--- src/hdl/ntm_config.svh ---
// Build-time sizes of the transpose unit; include wherever element or matrix widths are needed
`ifndef NTM_CONFIG_SVH
`define NTM_CONFIG_SVH

////////////////////
// Element width
////////////////////

// Width of an element, of the modulus and of the scalar
`define NTM_DATA_SIZE 16

////////////////////
// Matrix limits
////////////////////

// Largest row and column counts
`define NTM_MAX_I 4
`define NTM_MAX_J 4

// Buffer index, enough for NTM_MAX_I x NTM_MAX_J
`define NTM_ADDR_SIZE 4
// Run-time size input, holds 1 up to the maximum
`define NTM_SIZE_BITS 3

`endif
--- src/hdl/ntm_pkg.sv ---
// Shared types of the transpose unit; referenced by scoped name from the RTL and testbench
`include "ntm_config.svh"

package ntm_pkg;

  ////////////////////
  // Data types
  ////////////////////

  // One element, modulus or scalar
  typedef logic [`NTM_DATA_SIZE-1:0] data_t;

  // Row or column count, 1 to the maximum
  typedef logic [`NTM_SIZE_BITS-1:0] size_t;

  // Index into the element store
  typedef logic [`NTM_ADDR_SIZE-1:0] addr_t;

  // Operation applied on the way out
  typedef enum logic [1:0] {
    OP_TRANSPOSE = 2'd0,
    OP_SCALE     = 2'd1,
    OP_ADD       = 2'd2,
    OP_SUB       = 2'd3
  } op_t;

endpackage

--- src/hdl/ntm_scalar_if.sv ---
// Request/result link between the transpose controller and one modular scalar unit
`timescale 1ns/10ps

interface ntm_scalar_if;

  // Handshake
  // One-cycle start latches operands, one-cycle ready returns result
  logic start;
  logic ready;

  // 0 add, 1 subtract; adder only
  logic operation;

  // Operands, both already below modulo
  ntm_pkg::data_t modulo;
  ntm_pkg::data_t data_a;
  ntm_pkg::data_t data_b;

  // Result, valid while ready is high
  ntm_pkg::data_t data_out;

  // Controller side
  modport master (
    output start,
    output operation,
    output modulo,
    output data_a,
    output data_b,
    input  ready,
    input  data_out
  );

  // Arithmetic unit side
  modport slave (
    input  start,
    input  operation,
    input  modulo,
    input  data_a,
    input  data_b,
    output ready,
    output data_out
  );

endinterface

--- src/hdl/ntm_matrix_transpose.sv ---
// Top of the transpose unit; loads a matrix row-major and streams out its transpose, optionally scaled
`timescale 1ns/10ps
`include "ntm_config.svh"

module ntm_matrix_transpose (
  input  logic            CLK,
  input  logic            RST,

  // Control
  input  logic            start,
  output logic            ready,
  input  ntm_pkg::op_t    operation_in,

  // Operands and sizes, latched on start
  input  ntm_pkg::data_t  scalar_in,
  input  ntm_pkg::data_t  modulo_in,
  input  ntm_pkg::size_t  size_i_in,
  input  ntm_pkg::size_t  size_j_in,

  // Input stream
  input  ntm_pkg::data_t  data_in,
  input  logic            data_in_i_enable,
  input  logic            data_in_j_enable,

  // Output stream
  output logic            data_out_i_enable,
  output logic            data_out_j_enable,
  output ntm_pkg::data_t  data_out
);

  typedef enum logic [2:0] {ST_IDLE, ST_LOAD, ST_READ, ST_COMPUTE, ST_EMIT} state_t;

  state_t state;

  // Job registers
  ntm_pkg::op_t   op_r;
  ntm_pkg::data_t scalar_r;
  ntm_pkg::data_t modulo_r;
  ntm_pkg::size_t size_i_r;
  ntm_pkg::size_t size_j_r;

  // Load position, row and column of the input
  ntm_pkg::size_t in_row;
  ntm_pkg::size_t in_col;
  ntm_pkg::size_t col_cur;

  // Emit position, row and column of the transpose
  ntm_pkg::size_t out_row;
  ntm_pkg::size_t out_col;
  logic           out_last;
  logic           last_pos;

  // Buffer ports
  logic           wr_enable;
  ntm_pkg::addr_t wr_addr;
  ntm_pkg::addr_t rd_addr;
  ntm_pkg::data_t rd_data;

  // Scalar unit selection
  logic           unit_wait;
  logic           unit_ready;
  ntm_pkg::data_t unit_result;
  logic           emit_now;
  ntm_pkg::data_t emit_value;

  ntm_scalar_if add_bus ();
  ntm_scalar_if mul_bus ();

  ////////////////////
  // Addressing
  ////////////////////

  // Row start forces column back to zero
  assign col_cur   = data_in_i_enable ? '0 : in_col;
  assign wr_enable = (state == ST_LOAD) && data_in_j_enable;
  assign wr_addr   = ntm_pkg::addr_t'(in_row * `NTM_MAX_J + col_cur);

  // Output (r, c) is input (c, r)
  assign rd_addr  = ntm_pkg::addr_t'(out_col * `NTM_MAX_J + out_row);
  assign last_pos = (out_row == size_j_r - 1'b1) && (out_col == size_i_r - 1'b1);

  ////////////////////
  // Scalar units
  ////////////////////

  // Both units see the same operands, only one gets a start
  assign add_bus.start     = (state == ST_COMPUTE) && !unit_wait &&
                             ((op_r == ntm_pkg::OP_ADD) || (op_r == ntm_pkg::OP_SUB));
  assign add_bus.operation = (op_r == ntm_pkg::OP_SUB);
  assign add_bus.modulo    = modulo_r;
  assign add_bus.data_a    = rd_data;
  assign add_bus.data_b    = scalar_r;

  assign mul_bus.start     = (state == ST_COMPUTE) && !unit_wait && (op_r == ntm_pkg::OP_SCALE);
  assign mul_bus.operation = 1'b0;
  assign mul_bus.modulo    = modulo_r;
  assign mul_bus.data_a    = rd_data;
  assign mul_bus.data_b    = scalar_r;

  assign unit_ready  = (op_r == ntm_pkg::OP_SCALE) ? mul_bus.ready : add_bus.ready;
  assign unit_result = (op_r == ntm_pkg::OP_SCALE) ? mul_bus.data_out : add_bus.data_out;

  // Plain transpose goes straight through
  assign emit_now   = (state == ST_COMPUTE) &&
                      ((op_r == ntm_pkg::OP_TRANSPOSE) || (unit_wait && unit_ready));
  assign emit_value = (op_r == ntm_pkg::OP_TRANSPOSE) ? rd_data : unit_result;

  ////////////////////
  // Control FSM
  ////////////////////

  always_ff @(posedge CLK or posedge RST) begin
    if (RST) begin
      state             <= ST_IDLE;
      ready             <= 1'b0;
      data_out_i_enable <= 1'b0;
      data_out_j_enable <= 1'b0;
      data_out          <= '0;
      op_r              <= ntm_pkg::OP_TRANSPOSE;
      scalar_r          <= '0;
      modulo_r          <= '0;
      size_i_r          <= '0;
      size_j_r          <= '0;
      in_row            <= '0;
      in_col            <= '0;
      out_row           <= '0;
      out_col           <= '0;
      out_last          <= 1'b0;
      unit_wait         <= 1'b0;
    end else begin
      // Pulses by default
      ready             <= 1'b0;
      data_out_i_enable <= 1'b0;
      data_out_j_enable <= 1'b0;
      case (state)
        ST_IDLE: begin
          // Start ignored anywhere else
          if (start) begin
            op_r     <= operation_in;
            scalar_r <= scalar_in;
            modulo_r <= modulo_in;
            size_i_r <= size_i_in;
            size_j_r <= size_j_in;
            in_row   <= '0;
            in_col   <= '0;
            out_row  <= '0;
            out_col  <= '0;
            out_last <= 1'b0;
            state    <= ST_LOAD;
          end
        end
        ST_LOAD: begin
          if (data_in_j_enable) begin
            if (col_cur == size_j_r - 1'b1) begin
              // End of an input row
              in_col <= '0;
              in_row <= in_row + 1'b1;
              if (in_row == size_i_r - 1'b1) begin
                state <= ST_READ;
              end
            end else begin
              in_col <= col_cur + 1'b1;
            end
          end
        end
        // Address of the first element on the buffer
        ST_READ: begin
          state <= ST_COMPUTE;
        end
        ST_COMPUTE: begin
          if ((op_r != ntm_pkg::OP_TRANSPOSE) && !unit_wait) begin
            unit_wait <= 1'b1;
          end
          if (emit_now) begin
            unit_wait         <= 1'b0;
            data_out          <= emit_value;
            data_out_j_enable <= 1'b1;
            data_out_i_enable <= (out_col == '0);
            out_last          <= last_pos;
            // Step to the next output position
            if (out_col == size_i_r - 1'b1) begin
              out_col <= '0;
              out_row <= out_row + 1'b1;
            end else begin
              out_col <= out_col + 1'b1;
            end
            state <= ST_EMIT;
          end
        end
        // Element on the outputs, next read in flight
        ST_EMIT: begin
          if (out_last) begin
            ready <= 1'b1;
            state <= ST_IDLE;
          end else begin
            state <= ST_COMPUTE;
          end
        end
        default: begin
          state <= ST_IDLE;
        end
      endcase
    end
  end

  ////////////////////
  // Instances
  ////////////////////

  ntm_matrix_buffer u_ntm_matrix_buffer (
    .CLK       (CLK),
    .wr_enable (wr_enable),
    .wr_addr   (wr_addr),
    .wr_data   (data_in),
    .rd_addr   (rd_addr),
    .rd_data   (rd_data)
  );

  ntm_scalar_adder u_ntm_scalar_adder (
    .CLK (CLK),
    .RST (RST),
    .bus (add_bus)
  );

  ntm_scalar_multiplier u_ntm_scalar_multiplier (
    .CLK (CLK),
    .RST (RST),
    .bus (mul_bus)
  );

endmodule

--- src/hdl/ntm_matrix_buffer.sv ---
// Element store for one matrix; row-major writes from the loader, addressed registered reads
`timescale 1ns/10ps
`include "ntm_config.svh"

module ntm_matrix_buffer (
  input  logic           CLK,

  // Write port
  input  logic           wr_enable,
  input  ntm_pkg::addr_t wr_addr,
  input  ntm_pkg::data_t wr_data,

  // Read port, data one cycle after address
  input  ntm_pkg::addr_t rd_addr,
  output ntm_pkg::data_t rd_data
);

  ////////////////////
  // Storage
  ////////////////////

  // Row r, column c lives at r*NTM_MAX_J + c
  ntm_pkg::data_t mem [`NTM_MAX_I*`NTM_MAX_J];

  ////////////////////
  // Write
  ////////////////////

  always_ff @(posedge CLK) begin
    if (wr_enable) begin
      mem[wr_addr] <= wr_data;
    end
  end

  ////////////////////
  // Read
  ////////////////////

  // Read every cycle
  // Controller holds the address while it needs the data
  always_ff @(posedge CLK) begin
    rd_data <= mem[rd_addr];
  end

endmodule

--- src/hdl/ntm_scalar_multiplier.sv ---
// Bit-serial interleaved modular multiplier; one operand bit per cycle behind a scalar interface
`timescale 1ns/10ps
`include "ntm_config.svh"

module ntm_scalar_multiplier (
  input logic CLK,
  input logic RST,
  ntm_scalar_if.slave bus
);

  // Steps remaining, counts down to zero
  typedef logic [$clog2(`NTM_DATA_SIZE)-1:0] count_t;
  typedef logic [`NTM_DATA_SIZE:0] wide_t;

  // Control
  logic busy;
  count_t bit_count;

  // Operand and accumulator registers
  ntm_pkg::data_t acc;
  ntm_pkg::data_t op_a;
  ntm_pkg::data_t op_b;
  ntm_pkg::data_t modulus;

  // One step of the recurrence
  wide_t dbl;
  wide_t dbl_red;
  wide_t sum;
  ntm_pkg::data_t acc_next;

  ////////////////////
  // Step logic
  ////////////////////

  // acc = 2*acc + b[i]*a, reduced after each part
  always_comb begin
    dbl     = {acc, 1'b0};
    dbl_red = (dbl >= {1'b0, modulus}) ? dbl - {1'b0, modulus} : dbl;
    // Scan b from the MSB
    if (op_b[`NTM_DATA_SIZE-1]) begin
      sum = dbl_red + {1'b0, op_a};
    end else begin
      sum = dbl_red;
    end
    if (sum >= {1'b0, modulus}) begin
      acc_next = ntm_pkg::data_t'(sum - {1'b0, modulus});
    end else begin
      acc_next = ntm_pkg::data_t'(sum);
    end
  end

  // Operands latched on start, then one step per cycle
  always_ff @(posedge CLK) begin
    if (bus.start) begin
      op_a    <= bus.data_a;
      op_b    <= bus.data_b;
      modulus <= bus.modulo;
      acc     <= '0;
    end else if (busy) begin
      acc  <= acc_next;
      op_b <= op_b << 1;
      // Last step lands straight in the output register
      if (bit_count == '0) begin
        bus.data_out <= acc_next;
      end
    end
  end

  ////////////////////
  // Sequencing
  ////////////////////

  // NTM_DATA_SIZE steps, ready right after the last one
  always_ff @(posedge CLK or posedge RST) begin
    if (RST) begin
      busy      <= 1'b0;
      bit_count <= '0;
      bus.ready <= 1'b0;
    end else begin
      bus.ready <= 1'b0;
      if (bus.start) begin
        busy      <= 1'b1;
        bit_count <= count_t'(`NTM_DATA_SIZE - 1);
      end else if (busy) begin
        if (bit_count == '0) begin
          busy      <= 1'b0;
          bus.ready <= 1'b1;
        end else begin
          bit_count <= bit_count - 1'b1;
        end
      end
    end
  end

endmodule

--- src/hdl/ntm_scalar_adder.sv ---
// Modular adder/subtractor with one cycle of latency; served through a scalar interface
`timescale 1ns/10ps
`include "ntm_config.svh"

module ntm_scalar_adder (
  input logic CLK,
  input logic RST,
  ntm_scalar_if.slave bus
);

  // One extra bit for carry or borrow
  typedef logic [`NTM_DATA_SIZE:0] wide_t;

  wide_t sum;
  wide_t diff;
  wide_t modulus;
  ntm_pkg::data_t result;

  ////////////////////
  // Datapath
  ////////////////////

  always_comb begin
    modulus = {1'b0, bus.modulo};
    sum     = {1'b0, bus.data_a} + {1'b0, bus.data_b};
    diff    = {1'b0, bus.data_a} - {1'b0, bus.data_b};
    if (bus.operation) begin
      // Borrow set, wrap back up by one modulus
      result = diff[`NTM_DATA_SIZE] ? ntm_pkg::data_t'(diff + modulus) : ntm_pkg::data_t'(diff);
    end else begin
      // Sum below 2*modulo, one subtraction is enough
      result = (sum >= modulus) ? ntm_pkg::data_t'(sum - modulus) : ntm_pkg::data_t'(sum);
    end
  end

  // Result register
  always_ff @(posedge CLK) begin
    if (bus.start) begin
      bus.data_out <= result;
    end
  end

  ////////////////////
  // Handshake
  ////////////////////

  // Ready one cycle behind start
  always_ff @(posedge CLK or posedge RST) begin
    if (RST) begin
      bus.ready <= 1'b0;
    end else begin
      bus.ready <= bus.start;
    end
  end

endmodule

--- config.mk ---
export PLATFORM = sky130hd
export DESIGN_NAME = ntm_matrix_transpose
export DESIGN_NICKNAME = d
export VERILOG_FILES = /design/src/hdl/ntm_pkg.sv /design/src/hdl/ntm_scalar_if.sv /design/src/hdl/ntm_matrix_transpose.sv /design/src/hdl/ntm_matrix_buffer.sv /design/src/hdl/ntm_scalar_multiplier.sv /design/src/hdl/ntm_scalar_adder.sv
export VERILOG_INCLUDE_DIRS = /design/src /design/src/hdl
export SDC_FILE = /design/constraint.sdc
export NUM_CORES = 1
export LEC_CHECK = 0
export BUFFER_PORTS_ARGS = -buffer_cell sky130_fd_sc_hd__buf_2
export CAP_MARGIN = 20
export CORE_MARGIN = 10
export CORE_UTILIZATION = 45
export DETAILED_ROUTE_END_ITERATION = 7
export SLEW_MARGIN = 0
export SYNTH_ARGS = -nofsm -noshare
export SYNTH_HDL_FRONTEND = slang
export SYNTH_HIERARCHICAL = 1
export SYNTH_SLANG_ARGS = --single-unit
--- constraint.sdc ---
create_clock -name CLK -period 5.9 [get_ports CLK]
set_input_delay 0.295 -clock CLK [delete_from_list [all_inputs] [get_ports CLK]]
set_output_delay 0.295 -clock CLK [all_outputs]
set_load 0.02 [all_outputs]
Word level (Yosys, flattened, before mapping) --
Memories as Yosys holds them, arrays and structs flattened. A register that Yosys moved wholly into a read port is not among the register bits. Cells that the tools add are included.
Storage, ports and cells: bits of input ports 61, memories 1, register bits 179, word-level logic and storage cells 149, memory bits (writable) 256
Operators by class: muxes and demuxes 54, add/subtract/negate cells 16, reduce and logical (&&, ||, !) cells 30, equality and inequality tests 18, magnitude comparators 3, bitwise gates (word level) 1
Memory list:
- u_ntm_matrix_buffer.mem | words 16, bits a word 16, read ports 1, clocked after memory_dff 1, write ports 1, line ntm_matrix_buffer.sv:23 | ntm_pkg::data_t mem [`NTM_MAX_I*`NTM_MAX_J];
Operator list (number):
- 2-to-1 mux 16 bit | 8
- >= comparator 17 x 16 -> 1 bit | 3
- 2-to-1 mux 3 bit | 15
- 2-to-1 mux 17 bit | 2
- subtractor 16 bit | 2
- case mux 3 bit (2 select lines) | 4
- 2-to-1 mux 1 bit | 19
- adder 16 x 16 -> 17 bit | 1
- adder 17 x 16 -> 17 bit | 1
- subtractor 16 x 16 -> 17 bit | 1
- subtractor 17 x 16 -> 17 bit | 1
- adder 16 bit | 1
- case mux 3 bit (5 select lines) | 1
- adder 3 x 1 -> 3 bit (second input constant) | 4
- == test 3 bit | 4
- 2-to-1 mux 4 bit | 3
- inequality test 2 bit (second input constant) | 5
- nonzero test 2 bit | 5
- AND reduction 3 bit | 3
- adder 4 x 3 -> 4 bit | 2
- logical AND 1 bit | 8
- AND reduction 2 bit | 4
- AND reduction 4 bit | 2
- == test 3 x 2 -> 1 bit (second input constant) | 2
- 16 further kinds | 21

Logic depth before layout (Yosys ltp) --
Gate-level depths: netlist (run 1).
depth after elaboration 7, mapped depth 31

Cells and area by module --
Netlist (run 1), hierarchy kept.
Modules (own cells, without submodules):
- ntm_matrix_buffer | sequential area each 8007.7 um^2, times used 1, cells an instance 432, area an instance 10042.1 um^2
- ntm_scalar_multiplier | sequential area each 2392.3 um^2, times used 1, cells an instance 569, area an instance 5836.8 um^2
- ntm_scalar_adder | sequential area each 505.5 um^2, times used 1, cells an instance 510, area an instance 4067.7 um^2
- ntm_matrix_transpose | sequential area each 1901.8 um^2, times used 1, cells an instance 410, area an instance 3702.3 um^2

Worst setup path after synthesis (run 1) --
OpenSTA, ideal clock, no wires.
path type register to register, from reg op_r[0], to reg u_ntm_scalar_multiplier.op_b[0] (enable), cell stages (with the launch flop) 7, slack -0.044 ns, data required time 5.528 ns, period minus slack after synthesis 5.944 ns, data arrival time 5.573 ns, path through dfrtp_1 > buf_2 > buf_2 > nor4b_1 > inv_1 > clkbuf_1 > nand2_1
Between the ends: cells in the longest elaborated chain, start to end 3
Ends and longest elaborated chain:
- start: declaration | line ntm_matrix_transpose.sv:36 | ntm_pkg::op_t op_r;
- start signal: assignment | line ntm_matrix_transpose.sv:119 | op_r <= ntm_pkg::OP_TRANSPOSE;
- start signal: assignment | line ntm_matrix_transpose.sv:139 | op_r <= operation_in;
- == test 2 x 1 -> 1 bit | line ntm_matrix_transpose.sv:94 | assign mul_bus.start = (state == ST_COMPUTE) && !unit_wait && (op_r == ntm_pkg::OP_SCALE);
- logical AND 1 bit | line ntm_matrix_transpose.sv:94
- net mul_bus.start | line ntm_scalar_if.sv:8 | logic start;
- nonzero test 2 bit (no source line)
- end signal: assignment | line ntm_scalar_multiplier.sv:56 | op_b <= bus.data_b;
- end signal: assignment | line ntm_scalar_multiplier.sv:61 | op_b <= op_b << 1;
- end: declaration | line ntm_scalar_multiplier.sv:22 | ntm_pkg::data_t op_b;
The timed path passes the listed nets, and every way through them passes these cells. A chain may end at the register's enable or synchronous reset.

Worst setup path after layout (run 1) --
from reg u_ntm_scalar_multiplier.modulus[1], to reg u_ntm_scalar_multiplier.acc[4]
Between the ends: cells in the longest elaborated chain, start to end 6, elaborated cells on any way between the ends 8
Ends and longest elaborated chain:
- start: declaration | line ntm_scalar_multiplier.sv:23 | ntm_pkg::data_t modulus;
- start signal: assignment | line ntm_scalar_multiplier.sv:57 | modulus <= bus.modulo;
- subtractor 17 x 16 -> 17 bit / >= comparator 17 x 16 -> 1 bit (equally long branches) | line ntm_scalar_multiplier.sv:38 | dbl_red = (dbl >= {1'b0, modulus}) ? dbl - {1'b0, modulus} : dbl;
- 2-to-1 mux 17 bit | line ntm_scalar_multiplier.sv:38
- adder 17 x 16 -> 17 bit | line ntm_scalar_multiplier.sv:41 | sum = dbl_red + {1'b0, op_a};
- 2-to-1 mux 17 bit | line ntm_scalar_multiplier.sv:40 | if (op_b[`NTM_DATA_SIZE-1]) begin
- subtractor 16 bit / >= comparator 17 x 16 -> 1 bit (equally long branches) | line ntm_scalar_multiplier.sv:46, ntm_scalar_multiplier.sv:45
- 2-to-1 mux 16 bit * | line ntm_scalar_multiplier.sv:45 | if (sum >= {1'b0, modulus}) begin
- net u_ntm_scalar_multiplier.acc_next[4] | line ntm_scalar_multiplier.sv:29 | ntm_pkg::data_t acc_next;
- end signal: assignment | line ntm_scalar_multiplier.sv:60 | acc <= acc_next;
- end: declaration | line ntm_scalar_multiplier.sv:20 | ntm_pkg::data_t acc;
Mark *: on every way through the listed nets, which the timed path passes. The rest lies on a longest branch.

==> impl_metrics.csv, run 1 <==
group,metric,value,unit
placed_design,globalplace.congestion,0.924,
cells_and_area,finalNonFillerCells,2856,
sta,setup_viol,0,
setup_path,path_class,"flop to flop",
cells_and_area,largest_reg_flops,256,
detailed_routing,postRouteAntennaNets,0,
detailed_routing,num_vias,16000,
placed_design,place_hpwl,43100,um
sta,hold_viol,0,
floorplanning,coreArea,51700,um2
cells_and_area,fillCellCount,4295,
detailed_routing,wire_per_inst,21.8,um
floorplanning,rows,83,
min_path,hold_path.class,"input port to flop",
sta,rsz0062_at_grt,"yes",
cts,clk_latency,610,ps
cts,numCtsBuffers,47,
cells_and_area,seqCellArea,12800,um2
cts,clk_pin_slew,60,ps
sta,fmax,176,MHz
cts,clk_path_buf_depth,3,
placed_design,dp_cells,2713,
cts,cts_num_sinks,451,
cells_and_area,nNetsFinal,2327,
cells_and_area,areaGrowthSynthToFinish,17.9,%
sta,maxSlewHeadroom,31.0,%
detailed_routing,viasPerCell,5.59,
run,max-cap-violations,0,
detailed_routing,routed_wl,62300,um
floorplanning,die_w,249,um
synthesis,synth_nets,2110,
sta,final_period_minus_worst_setup_slack,5700,ps
grt,grt_pass1_wl,93600,um
setup_path,critPathRequiredTime,6380,ps
synthesis,netlist_area,23600,um2
floorplanning,dieArea,62100,um2
setup_path,start_kind,"flop",
synthesis,syn_avg_cell_area,12.3,um2
setup_path,crit_path_max_fanout,8,
cells_and_area,diodes,0,
sta,timing.final.crit_share,96.6,%
floorplanning,io_pins,80,
outcome,status,"complete, no violations",
grt,antenna_found_initial,5,
cts,cts-root-buf,"clkbuf_16",
cells_and_area,drive_gt1_share,21.4,%
sta,report.final.slew_viol_count,0,
sta,fin_ws,203,ps
synthesis,syn-instance-count,1920,
synthesis,yosys_warnings,6,
setup_path,endpoint_kind,"flop",
min_path,whs_path_depth,1,
sta,worst_pin_slew,1030,ps
grt,grt_usage,19.3,%
grt,grt-ovfl-total,0,
detailed_routing,drc,0,
floorplanning,start_util,45.7,%
detailed_routing,drt_pre_antenna_iters,5,
grt,grt_pass1_vias,15500,
cells_and_area,multi_input_area,10500,um2
placed_design,portBuffers,79,
cts,htreeDepth,2,
grt,grt_max_degree,70,
sta,fin_skew,34.1,ps
placed_design,post-place-ws,-89.9,ps
cts,cts_tree,"built",
detailed_routing,drt_first_iter_violations,1086,
setup_path,rr_worst_depth,26,
setup_path,cp.arrival,6170,ps
floorplanning,dieHeight,249,um
cells_and_area,top_register,"u_ntm_matrix_buffer/mem",
[layout by cell type, fill, tap and decap left out, types with 24 or more instances in the layout]
| cell | n |
|---|---|
| mux2_2 | 32 |
| o21ai_0 | 62 |
| buf_4 | 112 |
| a22oi_1 | 33 |
| dfrtp_1 | 81 |
| buf_2 | 79 |
| a21o_1 | 26 |
| nand2_1 | 221 |
| clkbuf_16 | 47 |
| inv_1 | 104 |
| dfxtp_1 | 32 |
| xor2_1 | 40 |
| nor2_1 | 135 |
| nor3_1 | 24 |
| a21oi_1 | 110 |
| mux2i_1 | 39 |
| dlygate4sd3_1 | 41 |
| edfxtp_1 | 336 |
| xnor2_1 | 59 |
| mux4_2 | 54 |
| ha_1 | 101 |
[final cells by class]
type / count / share of cell area [%]
multi-input combinational: 1291 / 37.6
clock buffer: 65 / 4.53
tap: 680 / 3.05
sequential: 451 / 45.9
inverter: 108 / 1.46
timing repair buffer: 238 / 6.27
clock inverter: 23 / 1.12
[through the flow]
step	utilization [%]	TNS (ps)	hold WS, ps	area [um2]
after floorplan	-	0	23.7	23700
after global placement	49.0	-101	175	25300
after detailed placement	49.0	-1020	177	25300
after CTS	52.9	0	36.0	27300
after global routing	53.9	-486	49.2	27900
final	53.9	0	62.2	27900
[worst max-delay path, stage by stage (launching register included)]
cell and delay [ps]:
edfxtp_1 340, inv_2 50, ha_4 270, ha_4 130
nand4_1 150, nor4_4 400, a311oi_2 100, a31oi_2 180
buf_6 190, mux2_4 360, ha_4 240, a211oi_4 250
a21oi_2 110, buf_4 140, a2111o_1 480, a31oi_2 210
xnor2_1 90, mux2_4 290, ha_4 230, a21oi_1 190
nand2_1 90, a21oi_2 130, o211a_1 210, buf_12 150
buf_12 130, mux2_4 300, o21a_1 170
[layer usage]
layer / track usage, % / vias up / part of all wire [%]
li1: - / 7530 / -
met1: 25.5 / 7886 / 43
met2: 31.8 / 433 / 48
met3: 2.99 / 105 / 5.4
met4: 6.70 / 8 / 3.1
met5: 0 / - / 0.091
[path summary, 6_finish.rpt]
path | start | to | slack (ps)
worst min register to register | data_out[1] | data_out[1] | 470
worst max register to register | u_ntm_scalar_multiplier/modulus[1] | u_ntm_scalar_multiplier/acc[4] | 200
worst max-delay path | u_ntm_scalar_multiplier/modulus[1] | u_ntm_scalar_multiplier/acc[4] | 200
max in group asynchronous | RST | out_row[0] | 4430
worst min-delay path | data_in[12] | u_ntm_matrix_buffer/mem[1][12] | 60
min in group asynchronous | RST | u_ntm_scalar_adder/bus.ready | 100
[what timing repair did]
action	4_1_cts	5_1_grt
hold endpoints to repair	54	0
buffers inserted	0	16
pin swaps	1	37
setup endpoints to repair	28	32
gates resized for setup	4	81
hold buffers	41	0
Power of run 1 is left out: the tool's default activity adds up to more than one toggle a clock period on the data nets, which glitch-free logic cannot reach.
==> run 2, diff against run 1 <==
- ABC_AREA: default -> 1
- CORE_UTILIZATION: 45 -> 36
- CTS_BUF_LIST: default -> sky130_fd_sc_hd__clkbuf_4
==> impl_metrics.csv, run 2 <==
group,metric,value,unit
sta,fin_skew,106,ps
cells_and_area,areaGrowthSynthToFinish,14.0,%
grt,grt_max_degree,95,
cts,clk_pin_slew,70,ps
setup_path,r2r_end,"u_ntm_scalar_multiplier/bus.data_out[10]",
setup_path,path_class,"flop to flop",
floorplanning,start_util,36.2,%
synthesis,synth_nets,3456,
sta,worst_pin_slew,1070,ps
setup_path,critPathRequiredTime,6530,ps
detailed_routing,postRouteAntennaNets,0,
floorplanning,io_pins,80,
cells_and_area,drive_gt1_share,11.7,%
synthesis,yosys_warnings,6,
min_path,whs_endpoint,"add_bus.modulo[13]",
setup_path,cp_slowest_stage_delay,400,ps
sta,fmax,183,MHz
detailed_routing,drt_pre_antenna_iters,5,
placed_design,globalplace.congestion,0.944,
floorplanning,dieArea,84300,um2
synthesis,netlist_area,26300,um2
grt,grt-ovfl-total,0,
setup_path,slowest_stage,"ha_1",
setup_path,r2r-start,"u_ntm_scalar_multiplier/modulus[3]",
setup_path,rr_worst_depth,37,
cts,numCtsBuffers,120,
cells_and_area,top_register,"u_ntm_matrix_buffer/mem",
cts,clk_path_buf_depth,3,
floorplanning,die_w,290,um
setup_path,crit_path_max_fanout,13,
run,max-cap-violations,0,
placed_design,portBuffers,79,
detailed_routing,wire_per_inst,17.1,um
setup_path,r2r_slack,440,ps
cts,cts-root-buf,"clkbuf_4",
floorplanning,coreArea,72700,um2
detailed_routing,num_vias,22000,
cts,cts_tree,"built",
outcome,status,"complete, no violations",
sta,whs,110,ps
cts,cts_num_sinks,451,
grt,grt_usage,18.0,%
cells_and_area,fin_area,30000,um2
synthesis,syn-instance-count,3266,
sta,rsz0062_at_grt,"no",
grt,antenna_found_initial,7,
cells_and_area,layout_commonest_cell,"nand2_1",
sta,maxSlewHeadroom,28.8,%
placed_design,place_hpwl,53600,um
sta,final.setup.tns,0,ps
grt,grt_pass1_vias,20800,
setup_path,crit_top_cell,"nand2_1",
sta,setup_viol,0,
detailed_routing,drc,0,
cts,htreeDepth,3,
sta,report.final.slew_viol_count,0,
synthesis,syn_avg_cell_area,8.06,um2
min_path,hold_start,"modulo_in[13]",
sta,hold_viol,0,
detailed_routing,routed_wl,77600,um
min_path,hold_path.class,"input port to flop",
placed_design,place_area,27700,um2
floorplanning,rows,99,
cells_and_area,nNetsFinal,3661,
setup_path,start_kind,"flop",
cells_and_area,largest_reg_flops,256,
floorplanning,dieHeight,290,um
setup_path,endpoint_kind,"flop",
grt,grt_pass1_wl,119000,um
detailed_routing,viasPerCell,4.85,
setup_path,cp.arrival,6080,ps
cells_and_area,layout_common_cells,"nand2_1, inv_1, nand3_1",
sta,timing.final.crit_share,92.5,%
sta,final_period_minus_worst_setup_slack,5460,ps
cts,clk_latency,930,ps
detailed_routing,drt_first_iter_violations,1802,
min_path,whs_path_depth,4,
-- run 2: final cells by class --
| type | instances | area [um2] |
|---|---|---|
| Timing Repair Buffer | 178 | 1340 |
| Multi-Input combinational cell | 2214 | 11100 |
| Clock inverter | 39 | 206 |
| Clock buffer | 187 | 1400 |
| Inverter | 506 | 1910 |
| Tap cell | 959 | 1200 |
| Fill cell | 7382 | 42700 |
| Sequential cell | 451 | 12800 |
| Antenna cell | 3 | 7.51 |
-- run 2: what timing repair did --
| action | 4_1_cts | 5_1_grt |
|---|---|---|
| buffers inserted | 0 | 3 |
| gates resized for setup | 0 | 1 |
| hold endpoints to repair | 387 | 0 |
| hold buffers | 62 | 0 |
| setup endpoints to repair | 0 | 12 |
-- run 2: metrics by stage --
stage          util [%]  worst slack, ps  std cells
2_1_floorplan         -              488       3266
3_3_place_gp       38.1              503       4242
3_5_place_dp       38.1              424       4242
4_1_cts            41.2              408       4530
5_1_grt            41.3             6.70       4537
6_report           41.3              445       4537
-- run 2: layer usage --
| layer | wire [um] | global-route usage, % |
|---|---|---|
| met1 | 35600 | 24.5 |
| met2 | 34800 | 28.1 |
| met3 | 4780 | 2.89 |
| met4 | 2440 | 7.23 |
| met5 | 9 | 0 |
-- run 2: critical path, delay by kind of cell (launching register included) --
family | cells | cell delay [ps]
compound gates | 4 | 470
fa+ha+maj | 3 | 1090
buf+inv | 7 | 820
flops | 1 | 340
simple gates | 23 | 2420
-- run 2: worst max path at each step --
stage,start,end,depth (start not counted)
3_5_place_dp,u_ntm_scalar_multiplier/modulus[1],u_ntm_scalar_multiplier/bus.data_out[3],31
6_report,u_ntm_scalar_multiplier/modulus[3],u_ntm_scalar_multiplier/bus.data_out[10],37
4_1_cts,u_ntm_scalar_multiplier/modulus[1],u_ntm_scalar_multiplier/bus.data_out[3],35
5_1_grt,u_ntm_scalar_multiplier/modulus[1],u_ntm_scalar_multiplier/acc[10],37
2_1_floorplan,op_r[1],u_ntm_scalar_multiplier/op_b[0],7
3_3_place_gp,u_ntm_scalar_multiplier/modulus[1],u_ntm_scalar_multiplier/bus.data_out[3],35
Power of run 2 is left out for the same reason.
